$ cat src/rtl/msg_pkg.sv
// Shared sizes and message formats of the core-to-core message exchange.
// Every RTL block imports this package, and the testbench uses it too.
// A destination is one bit wider than a core index, so the upper half
// of the destination space has no core behind it.

`default_nettype none

package msg_pkg;

  // number of cores on the exchange
  localparam int num_cores = 4;

  // core index width
  localparam int core_w = $clog2(num_cores);

  // destination carries one extra bit
  // values num_cores and up are unmapped
  localparam int dest_w = core_w + 1;

  // slot address and payload widths, as the cores use them
  localparam int slot_w = 5;
  localparam int data_w = 32;

  // entries held per mailbox
  localparam int mbox_depth = 4;

  // sender request, held stable while req is high
  typedef struct packed {
    logic              req;
    logic [dest_w-1:0] dest;
    logic [slot_w-1:0] slot;
    logic [data_w-1:0] data;
  } tx_req_t;

  // response back to the sender, both bits last one cycle
  typedef struct packed {
    logic gnt;
    logic err;
  } tx_rsp_t;

  // message as a core receives it
  typedef struct packed {
    logic [core_w-1:0] src;
    logic [slot_w-1:0] slot;
    logic [data_w-1:0] data;
  } rx_msg_t;

  // routed beat broadcast from the arbiter to all mailboxes
  typedef struct packed {
    logic              valid;
    logic [dest_w-1:0] dest;
    rx_msg_t           msg;
  } route_beat_t;

endpackage

`default_nettype wire

$ cat src/rtl/msg_fifo.sv
// Message FIFO behind each core's delivery port.
// First-word-fall-through: the oldest entry is on head_o whenever
// empty_o is low, and pop_i removes it on the clock edge.
// The owner must not push when full or pop when empty.

`timescale 1ns/1ns
`default_nettype none

module msg_fifo #(
  parameter int depth = msg_pkg::mbox_depth
) (
  input  logic             clk_sys,
  input  logic             rst_i,
  input  logic             push_i,
  input  msg_pkg::rx_msg_t push_msg_i,
  input  logic             pop_i,
  output msg_pkg::rx_msg_t head_o,
  output logic             empty_o,
  output logic             full_o
);
  import msg_pkg::*;

  localparam int ptr_w = (depth > 1) ? $clog2(depth) : 1;
  localparam int cnt_w = $clog2(depth + 1);

  // message storage and ring pointers
  rx_msg_t          mem_q [depth];
  logic [ptr_w-1:0] wr_ptr_q;
  logic [ptr_w-1:0] rd_ptr_q;
  logic [cnt_w-1:0] count_q;

  // wrap at depth, which need not be a power of two
  function automatic logic [ptr_w-1:0] ptr_next(input logic [ptr_w-1:0] ptr);
    if (int'(ptr) == depth - 1) begin
      return '0;
    end
    return ptr + 1'b1;
  endfunction

  // pointers and occupancy
  always_ff @(posedge clk_sys) begin
    if (rst_i) begin
      wr_ptr_q <= '0;
      rd_ptr_q <= '0;
      count_q  <= '0;
    end else begin
      if (push_i) begin
        wr_ptr_q <= ptr_next(wr_ptr_q);
      end
      if (pop_i) begin
        rd_ptr_q <= ptr_next(rd_ptr_q);
      end
      // simultaneous push and pop leave the count alone
      count_q <= count_q + cnt_w'(push_i) - cnt_w'(pop_i);
    end
  end

  always_ff @(posedge clk_sys) begin
    if (push_i) begin
      mem_q[wr_ptr_q] <= push_msg_i;
    end
  end

  // oldest entry falls through to the output
  assign head_o  = mem_q[rd_ptr_q];
  assign empty_o = (count_q == '0);
  assign full_o  = (count_q == cnt_w'(depth));

  // overflow would drop a message that was already granted
  a_no_push_full : assert property (@(posedge clk_sys) disable iff (rst_i)
    full_o |-> !push_i || pop_i);

  a_no_pop_empty : assert property (@(posedge clk_sys) disable iff (rst_i)
    empty_o |-> !pop_i);

endmodule

`default_nettype wire

$ cat src/rtl/msg_arbiter.sv
// Round-robin arbiter in front of the per-core mailboxes.
// Grants at most one sender per cycle, answering gnt and err
// combinationally, and registers the winner's message as a routed beat
// that every mailbox sees on the next cycle. A request to an unmapped
// destination is granted with err set and produces no beat.
// Senders hold their request until gnt, mailboxes report full on dest_full_i.

`timescale 1ns/1ns
`default_nettype none

module msg_arbiter (
  input  logic                          clk_sys,
  input  logic                          rst_i,
  input  msg_pkg::tx_req_t              tx_req_i [msg_pkg::num_cores],
  output msg_pkg::tx_rsp_t              tx_rsp_o [msg_pkg::num_cores],
  input  logic [msg_pkg::num_cores-1:0] dest_full_i,
  output msg_pkg::route_beat_t          beat_o
);
  import msg_pkg::*;

  // round-robin start point, first sender to look at
  logic [core_w-1:0]    ptr_q;

  // per-sender qualification
  logic [num_cores-1:0] unmapped;
  logic [num_cores-1:0] eligible;
  logic [num_cores-1:0] gnt_vec;

  // selection result of this cycle
  logic                 win_found;
  logic [core_w-1:0]    win_idx;

  // registered beat
  logic                 beat_valid_q;
  logic [dest_w-1:0]    beat_dest_q;
  rx_msg_t              beat_msg_q;

  // a sender may go when its target can take the message
  // unmapped targets never block, they are answered with err
  always_comb begin
    for (int i = 0; i < num_cores; i++) begin
      unmapped[i] = (tx_req_i[i].dest >= dest_w'(num_cores));
      eligible[i] = tx_req_i[i].req &&
                    (unmapped[i] || !dest_full_i[tx_req_i[i].dest[core_w-1:0]]);
    end
  end

  // first eligible sender at or after the pointer wins
  always_comb begin
    win_found = 1'b0;
    win_idx   = '0;
    for (int k = 0; k < num_cores; k++) begin
      if (!win_found && eligible[(int'(ptr_q) + k) % num_cores]) begin
        win_found = 1'b1;
        win_idx   = core_w'((int'(ptr_q) + k) % num_cores);
      end
    end
  end

  // responses in the same cycle as the selection
  always_comb begin
    for (int i = 0; i < num_cores; i++) begin
      gnt_vec[i]      = win_found && (win_idx == core_w'(i));
      tx_rsp_o[i].gnt = gnt_vec[i];
      tx_rsp_o[i].err = gnt_vec[i] && unmapped[i];
    end
  end

  // pointer moves past the winner
  // beat valid only for a mapped destination
  always_ff @(posedge clk_sys) begin
    if (rst_i) begin
      ptr_q        <= '0;
      beat_valid_q <= 1'b0;
    end else begin
      if (win_found) begin
        ptr_q <= core_w'((int'(win_idx) + 1) % num_cores);
      end
      beat_valid_q <= win_found && !unmapped[win_idx];
    end
  end

  // payload of the beat, source index stamped from the winner
  always_ff @(posedge clk_sys) begin
    if (win_found) begin
      beat_dest_q     <= tx_req_i[win_idx].dest;
      beat_msg_q.src  <= win_idx;
      beat_msg_q.slot <= tx_req_i[win_idx].slot;
      beat_msg_q.data <= tx_req_i[win_idx].data;
    end
  end

  assign beat_o = '{valid: beat_valid_q, dest: beat_dest_q, msg: beat_msg_q};

  // one message per cycle into the mailboxes
  a_one_grant : assert property (@(posedge clk_sys) disable iff (rst_i)
    $onehot0(gnt_vec));

endmodule

`default_nettype wire

$ cat src/rtl/core_mailbox.sv
// Mailbox of one core.
// Takes every routed beat whose destination equals core_id, buffers it,
// and offers it to the core on a valid/ack port. The message stays on
// rx_msg_o until the core acks it on a clock edge with valid high.
// full_o tells the arbiter to stop granting to this core. It counts the
// beat already on its way, so a granted message always finds room.

`timescale 1ns/1ns
`default_nettype none

module core_mailbox #(
  parameter int core_id = 0
) (
  input  logic                 clk_sys,
  input  logic                 rst_i,
  input  msg_pkg::route_beat_t beat_i,
  output logic                 full_o,
  output logic                 rx_valid_o,
  output msg_pkg::rx_msg_t     rx_msg_o,
  input  logic                 rx_ack_i
);
  import msg_pkg::*;

  localparam int level_w = $clog2(mbox_depth + 1);

  logic               push;
  logic               pop;
  logic               fifo_empty;

  // messages held here, seen from the arbiter side
  logic [level_w-1:0] level_q;

  // beat addressed to this core
  assign push = beat_i.valid && (beat_i.dest == dest_w'(core_id));

  // message leaves on valid and ack together
  assign pop        = rx_valid_o && rx_ack_i;
  assign rx_valid_o = !fifo_empty;

  // stored entries plus the beat arriving now
  // a grant in this cycle would land after that beat
  assign full_o = (int'(level_q) + int'(push)) >= mbox_depth;

  always_ff @(posedge clk_sys) begin
    if (rst_i) begin
      level_q <= '0;
    end else begin
      level_q <= level_q + level_w'(push) - level_w'(pop);
    end
  end

  msg_fifo #(
    .depth      (mbox_depth)
  ) u_fifo (
    .clk_sys    (clk_sys),
    .rst_i      (rst_i),
    .push_i     (push),
    .push_msg_i (beat_i.msg),
    .pop_i      (pop),
    .head_o     (rx_msg_o),
    .empty_o    (fifo_empty),
    .full_o     ()
  );

  // core may sample at leisure
  a_hold_msg : assert property (@(posedge clk_sys) disable iff (rst_i)
    (rx_valid_o && !rx_ack_i) |=> rx_valid_o && $stable(rx_msg_o));

endmodule

`default_nettype wire

$ cat src/rtl/msg_exchange_top.sv
// Top level of the core-to-core message exchange.
// Sender ports request with tx_req_i and get gnt/err on tx_rsp_o.
// One arbiter feeds a mailbox per core, and each mailbox drives that
// core's rx_valid_o / rx_msg_o and takes its rx_ack_i.
// With an empty mailbox a message is offered two cycles after its grant.

`timescale 1ns/1ns
`default_nettype none

module msg_exchange_top (
  input  logic                          clk_sys,
  input  logic                          rst_i,
  // sender side
  input  msg_pkg::tx_req_t              tx_req_i [msg_pkg::num_cores],
  output msg_pkg::tx_rsp_t              tx_rsp_o [msg_pkg::num_cores],
  // receiver side, one port per core
  output logic [msg_pkg::num_cores-1:0] rx_valid_o,
  output msg_pkg::rx_msg_t              rx_msg_o [msg_pkg::num_cores],
  input  logic [msg_pkg::num_cores-1:0] rx_ack_i
);
  import msg_pkg::*;

  // beat broadcast to every mailbox
  route_beat_t          beat;

  // back-pressure, one bit per destination core
  logic [num_cores-1:0] mbox_full;

  msg_arbiter u_arbiter (
    .clk_sys     (clk_sys),
    .rst_i       (rst_i),
    .tx_req_i    (tx_req_i),
    .tx_rsp_o    (tx_rsp_o),
    .dest_full_i (mbox_full),
    .beat_o      (beat)
  );

  // one mailbox per core
  // each picks its own beats by core_id
  for (genvar c = 0; c < num_cores; c++) begin : g_mbox
    core_mailbox #(
      .core_id    (c)
    ) u_mbox (
      .clk_sys    (clk_sys),
      .rst_i      (rst_i),
      .beat_i     (beat),
      .full_o     (mbox_full[c]),
      .rx_valid_o (rx_valid_o[c]),
      .rx_msg_o   (rx_msg_o[c]),
      .rx_ack_i   (rx_ack_i[c])
    );
  end

endmodule

`default_nettype wire

$ cat config.mk
export PLATFORM = sky130hd
export DESIGN_NAME = msg_exchange_top
export DESIGN_NICKNAME = d
export VERILOG_FILES = /design/src/rtl/msg_pkg.sv /design/src/rtl/msg_fifo.sv /design/src/rtl/msg_arbiter.sv /design/src/rtl/core_mailbox.sv /design/src/rtl/msg_exchange_top.sv
export SDC_FILE = /design/constraint.sdc
export NUM_CORES = 1
export LEC_CHECK = 0
export BUFFER_PORTS_ARGS = -buffer_cell sky130_fd_sc_hd__buf_2
export CAP_MARGIN = 20
export CORE_MARGIN = 5
export CORE_UTILIZATION = 40
export DETAILED_ROUTE_END_ITERATION = 16
export GPL_ROUTABILITY_DRIVEN = 0
export GPL_TIMING_DRIVEN = 0
export SYNTH_ARGS = -nofsm -noshare
export SYNTH_HDL_FRONTEND = slang
export SYNTH_SLANG_ARGS = --single-unit
$ cat constraint.sdc
create_clock -name clk_sys -period 4.1 [get_ports clk_sys]
set_input_delay 0.205 -clock clk_sys [delete_from_list [all_inputs] [get_ports clk_sys]]
set_output_delay 0.205 -clock clk_sys [all_outputs]
set_load 0.005 [all_outputs]
**After elaboration in Yosys (flattened, before gate mapping)**

Memories as Yosys holds them, arrays and structs flattened. A register that Yosys moved wholly into a read port is not among the register bits.
Cells that the tools add are included.

- Register bits after elaboration: 85
- RAM bits: 624
- Input port bits: 170
- Output and inout bits: 168
- Logic and storage cells: 231
- Memories kept: 4

Memory list:

| name | words | width | read ports | clocked after Yosys merged registers in | write ports | line | source |
|---|---|---|---|---|---|---|---|
| g_mbox[0].u_mbox.u_fifo.mem_q | 4 | 39 | 1 | 1 | 1 | msg_fifo.sv:27 | `rx_msg_t mem_q [depth];` |
| g_mbox[1].u_mbox.u_fifo.mem_q | 4 | 39 | 1 | 1 | 1 | msg_fifo.sv:27 |  |
| g_mbox[2].u_mbox.u_fifo.mem_q | 4 | 39 | 1 | 1 | 1 | msg_fifo.sv:27 |  |
| g_mbox[3].u_mbox.u_fifo.mem_q | 4 | 39 | 1 | 1 | 1 | msg_fifo.sv:27 |  |

- Add/subtract/negate cells: 32
- $lt $le $gt $ge: 18
- Equality and inequality tests: 14
- Muxes and demuxes: 88
- Bitwise operators: 4
- Reduce and logical (&&, ||, !) cells: 49

Operators with widths:

| cell | count |
|---|---|
| 32-bit by 4-bit greater-or-equal comparator with 1-bit output (second input constant) | 4 |
| 41-bit binary-select mux with 2-bit select | 1 |
| 40-bit two-way mux | 2 |
| 2-bit two-way mux | 28 |
| 1-bit two-way mux | 48 |
| 3-bit by 1-bit adder with 3-bit output | 8 |
| 1-bit logical AND | 24 |
| 3-bit by 1-bit subtractor with 3-bit output | 8 |
| 2-bit by 1-bit adder with 2-bit output (second input constant) | 10 |
| 1-bit binary-select mux with 2-bit select | 9 |
| 2-bit by 1-bit == test with 1-bit output (second input constant) | 9 |
| 2-bit by 3-bit less-than comparator with 1-bit output (second input constant) | 6 |
| 3-bit by 1-bit adder with 4-bit output | 4 |
| 3-bit greater-or-equal comparator (second input constant) | 5 |
| 3-bit logical NOT | 5 |
| 1-bit logical NOT | 12 |
| 3-bit by 4-bit less-than comparator with 1-bit output (second input constant) | 3 |
| 3-bit by 2-bit == test with 1-bit output (second input constant) | 2 |
| 2-bit OR reduction | 3 |
| 2-bit adder (second input constant) | 2 |
| 2-bit == test (second input constant) | 2 |
| 1-bit logical OR | 4 |
| 1-bit bitwise AND (first input constant) | 3 |
| 3-bit by 1-bit == test with 1-bit output (second input constant) | 1 |
| 2 further kinds | 2 |

**Depth between registers and ports, before layout**

- Depth in word-level cells: 25
- Mapped depth: 13
- Depth with buffers taken out: 11

**Hierarchy**

From an unflattened synthesis, not the netlist that was laid out.

- Cells, all modules: 1306
- Area, all modules: 28292.1 µm²

By module, submodules not included:

| module | times used | cells each | area each (µm²) | seq. area each (µm²) |
|---|---|---|---|---|
| msg_fifo | 4 | 246 | 6072.1 | 4864.7 |
| msg_arbiter | 1 | 233 | 3146.8 | 1321.3 |
| core_mailbox at g_mbox[1].u_mbox ... | 2 | 22 | 206.4 | 60.1 |
| core_mailbox at g_mbox[3].u_mbox | 1 | 23 | 226.5 | 60.1 |
| core_mailbox at g_mbox[0].u_mbox | 1 | 22 | 217.7 | 60.1 |

**Least setup slack after synthesis**

OpenSTA, ideal clock, no wires.

- Kind: reg2out
- From: register u_arbiter.beat_dest_q[1]
- To: output tx_rsp_o[2] (netlist name)
- Arrival time: 3.538 ns
- Data required time: 3.895 ns
- Setup slack: 0.357 ns
- Cell stages (with the launch flop): 10
- Buffers on the path: 1
- Cell sequence: edfxtp_1 nor4b_4 inv_2 o21ai_0 a21oi_1 a211oi_1 o31a_1 or4_1 clkbuf_1 and3_1

RTL lines:

| item | line | source |
|---|---|---|
| start: declaration | msg_arbiter.sv:35 | `logic [dest_w-1:0] beat_dest_q;` |
| start signal: assignment | msg_arbiter.sv:86 | `beat_dest_q <= tx_req_i[win_idx].dest;` |
| end: declaration | msg_exchange_top.sv:15 | `output msg_pkg::tx_rsp_t tx_rsp_o [msg_pkg::num_cores],` |

**Final worst setup path**

- From: register u_arbiter.beat_dest_q[2]
- To: register u_arbiter.beat_msg_q, in the netlist u_arbiter.beat_o[33] (data pin)

- Longest elaborated chain between the ends: 25
- Elaborated cells between the ends (all ways): 64
- Those cells by class: add/sub: 4; order compare: 4; eq/ne: 3; mux: 29; bitwise: 1; reduce/logical: 23

Ends and longest elaborated chain:

| item | line | source |
|---|---|---|
| 3-bit by 1-bit == test with 1-bit output, or another cell as far along | core_mailbox.sv:34 | `assign push = beat_i.valid && (beat_i.dest == dest_w'(core_id));` |
| 1-bit logical AND | core_mailbox.sv:34 |  |
| 3-bit by 1-bit adder with 4-bit output | core_mailbox.sv:42 | `assign full_o = (int'(level_q) + int'(push)) >= mbox_depth;` |
| 32-bit by 4-bit greater-or-equal comparator with 1-bit output | core_mailbox.sv:42 |  |
| 1-bit binary-select mux with 2-bit select | msg_arbiter.sv:44 | `(unmapped[i] \|\| !dest_full_i[tx_req_i[i].dest[core_w-1:0]]);` |
| 1-bit two-way mux (implied by the code) | msg_arbiter.sv:44 |  |
| 1-bit logical NOT | msg_arbiter.sv:44 |  |
| 1-bit logical OR | msg_arbiter.sv:44 |  |
| [... 9 more ...] | n/a |  |
| 1-bit two-way mux | msg_arbiter.sv:53 | `if (!win_found && eligible[(int'(ptr_q) + k) % num_cores]) begin` |
| 1-bit logical NOT | msg_arbiter.sv:53 |  |
| 1-bit logical AND | msg_arbiter.sv:53 |  |
| 2-bit two-way mux (*) | msg_arbiter.sv:53 |  |
| net u_arbiter.win_idx[1] | msg_arbiter.sv:31 | `logic [core_w-1:0] win_idx;` |
| 2-bit inverter with 3-bit output (implied by the code) (*) | msg_arbiter.sv:88 | `beat_msg_q.slot <= tx_req_i[win_idx].slot;` |
| 41-bit binary-select mux with 2-bit select (*) | msg_arbiter.sv:88 |  |
| 40-bit two-way mux (*) (2 in series) | n/a |  |
| end: declaration | msg_arbiter.sv:36 | `rx_msg_t beat_msg_q;` |

The timed path passes the listed nets; every way through them passes the cells marked *. The select of a mux whose other input is x is not followed.
A chain may end at the register's enable or synchronous reset.

==> impl_metrics.tcl <==
set metrics [dict create \
    slew-limit-headroom_pct 30.43 \
    rows 96 \
    gr-usage-met3_pct 3.990 \
    syn_nets 1530 \
    nets 2074 \
    synth_edf_count 666 \
    grt_overflow 0 \
    clk_pin_slew_ns 0.06 \
    leakage_nw 12.00 \
    fin_skew_ns 0.02246 \
    ys_types 44 \
    grt_pass1_vias 15590 \
    start_util_pct 40.52 \
    insertion_delay_ns 0.61 \
    core_sq_um 68830 \
    grt_most_used_layer "met2" \
    cp-start-kind "flip-flop" \
    ios 338 \
    synth-seq-area-share_pct 75.38 \
    crit_arrival_ns 4.33 \
    dp_hpwl_um 47600 \
    final_core_util_pct 50.37 \
    period_needed_ns 3.977 \
    drv_cap 0 \
    avgSynthCellArea_sq_um 21.25 \
    criticalPathCategory "flip-flop to flip-flop" \
    intPower_w 0.01484 \
    fmax_mhz 251.4 \
    first_pass_iters 5 \
    antenna_found_initial 0 \
    drive_gt1_share_pct 34.87 \
    numClockSinks 717 \
    worst_hold_path_type "input pin to flip-flop" \
    hold_viol_final 0 \
    num_vias 14580 \
    worst_slew_pin_slew_ns 1.044 \
    sw_frac_of_total_pct 27.41 \
    synth_top_cell_area_share_pct 71.72 \
    p_clk_share_pct 31.3 \
    cts_made_buffers 73 \
    grt_pass1_wl_um 103100 \
    drt-total-wl_um 71280 \
    yosysWarnings 0 \
    synth_ff_type "edfxtp_1" \
    run_status "completed" \
    drc 0 \
    grt_util_met1_pct 24.58 \
    ys_async_sr_fraction_pct 0 \
    wl_per_cell_um 25.05 \
    io_buffers 336 \
    synthToLayoutAreaGrowth_pct 24.32 \
    die_w_um 274.0 \
    required_ns 4.45 \
    n_fill_cell 5547 \
    cts_buffer_depth 3 \
    p_sw_w 0.005605 \
    met2_usage_pct 32.29 \
    worstSetupEndpointType "flip-flop" \
    grt_usage_pct 18.93 \
    dieArea_sq_um 75100 \
    hold_ws_ns 0.03222 \
    setup_viol 0 \
    die_y_um 274.0 \
    final_antenna_net_count 0 \
    yosys-top-cells-area "edfxtp_1 72%, mux4_2 13%, mux2i_1 4.3%" \
    powerDensity_nw_per_um2 589.8 \
    synth_area_sq_um 27890 \
    synth_top_cells_by_count "666 x edfxtp_1, 156 x mux4_2, 120 x mux2i_1, 51 x dfxtp_1, 40 x ha_1" \
    power_frac_comb_pct 20.1 \
    route.detailed.vias_per_inst 5.126 \
    yosysMostFrequentCell "edfxtp_1" \
    grt_max_degree 34 \
    synth_seq_cells 717 \
    grt_setup_unrepaired "false" \
    slew_violations 0 \
    cts_tree "yes" \
    p_seq_share_pct 48.6 \
    root_buffer "clkbuf_16" \
    netlist_instances 1312 \
    drtIter0Drc 957 \
    synth_area_leader_cell "edfxtp_1" \
    cp_max_fo 7 \
    fin_crit_sh_pct 97.00 \
    vdd_drop_max_mv 0.3245 \
    cts_max_level 3 \
]
-- power groups by stage --
stage / sequential (W) / combinational [W] / clock, W
floorplan: 0.00976 / 0.00237 / 0
global placement: 0.0100 / 0.00391 / 0
detailed placement: 0.0101 / 0.00404 / 0
CTS: 0.00996 / 0.00419 / 0.00653
global route: 0.0101 / 0.00448 / 0.00686
finish: 0.00994 / 0.00411 / 0.00640
-- worst max-delay path, stage by stage, from the launching register on --
cell           delay, ns
edfxtp_1            0.44
nor4b_4             0.36
inv_2               0.12
or3_4               0.42
a21oi_1             0.14
a211oi_1            0.06
o31a_1              0.32
a21o_1              0.21
a211oi_2            0.22
buf_6               0.16
buf_12              0.12
buf_4               0.24
mux2i_1             0.22
dlygate4sd3_1       0.59
mux2i_1             0.08
-- cells in the final DEF (no fill, tap or decap), drive strengths merged, types with 6 or more instances in the layout --
cell type | synthesis | layout
buf | 33 | 401
nand2 | 25 | 25
or3 | 6 | 6
nor3 | 8 | 8
nor2 | 31 | 31
fa | 8 | 8
mux4 | 156 | 156
a21oi | 25 | 25
mux2i | 120 | 120
dlygate4sd3 | 0 | 103
and2 | 21 | 21
xnor2 | 8 | 8
inv | 31 | 35
clkinv | 0 | 27
nor2b | 8 | 8
edfxtp | 666 | 666
dfxtp | 51 | 51
clkbuf | 24 | 116
ha | 40 | 40
-- metal layers --
metal | vias up | share of wire (%)
met4 | 0 | 2.6
met5 | - | 0
met3 | 86 | 6.2
met2 | 427 | 50
li1 | 6445 | -
met1 | 7625 | 41
-- stage by stage --
| step | cells | instance area, sq um | setup slack [ns] | power (W) | setup TNS [ns] |
|---|---|---|---|---|---|
| 6_report | 2845 | 34670 | 0.1228 | 0.02045 | 0 |
| 5_1_grt | 2844 | 34660 | 0.0003402 | 0.02141 | 0 |
| 4_1_cts | 2841 | 34610 | 0.02597 | 0.02069 | 0 |
| 3_5_place_dp | 2602 | 31210 | -0.03275 | 0.01415 | -0.05596 |
| 3_3_place_gp | 2579 | 30730 | -1.833 | 0.01393 | -83.13 |
| 2_1_floorplan | 1312 | 27890 | 0.3566 | 0.01213 | 0 |
-- path summary, 6_finish.rpt --
path,from,to,slack (ns),cells after the start
max,u_arbiter.beat_dest_q[2],u_arbiter.beat_o[33],0.12,14
min,tx_req_i[34],u_arbiter.beat_o[34],0.03,3
max reg2reg,u_arbiter.beat_dest_q[2],u_arbiter.beat_o[33],0.12,14
min reg2reg,g_mbox[3].u_mbox.u_fifo.rd_ptr_q[1],flip-flop,0.47,2
-- repair_timing --
item | 4_1_cts | 5_1_grt
resized for setup | 10 | 6
pin swaps | 1 | 0
endpoints found under the setup margin | 8 | 12
endpoints found under the hold margin | 33 | 0
hold buffers | 103 | 0
setup buffers | 5 | 0
-- cell type report --
| cell class | count | area (sq um) | area share, % |
|---|---|---|---|
| Buffer | 56 | 336.6 | 0.9709 |
| Multi-Input combinational cell | 507 | 6479 | 18.69 |
| Timing Repair Buffer | 470 | 3248 | 9.369 |
| Tap cell | 931 | 1165 | 3.360 |
| Antenna cell | 1 | 2.502 | 0.007218 |
| Clock buffer | 94 | 1968 | 5.677 |
| Sequential cell | 717 | 21020 | 60.63 |
| Clock inverter | 38 | 331.6 | 0.9564 |
| Inverter | 31 | 116.4 | 0.3357 |
-- kinds of logic (layout without fill, tap and decap cells) --
group,after synthesis,in the layout,share of synthesized area (%)
DFF,717,717,75.38
muxes,276,276,16.91
and+or+nand+nor,119,119,2.306
buffers and inverters,88,689,1.490
AOI/OAI and AO/OA,52,52,1.171
adders and majority gates,48,48,2.369
xor gates and xnor gates,12,12,0.3769
other,0,1,0
-- sequential cells by signal, summed over array words and instances (netlist names), named ones only --
signal,count
g_mbox.u_mbox.u_fifo.count_q,12
u_arbiter.ptr_q,2
u_arbiter.beat_dest_q,3
g_mbox.u_mbox.u_fifo.wr_ptr_q,8
g_mbox.u_mbox.level_q,12
g_mbox.u_mbox.u_fifo.mem_q,624
g_mbox.u_mbox.u_fifo.rd_ptr_q,8
u_arbiter.beat_valid_q,1
u_arbiter.beat_o,39
Power figures use the tool's default switching activity.
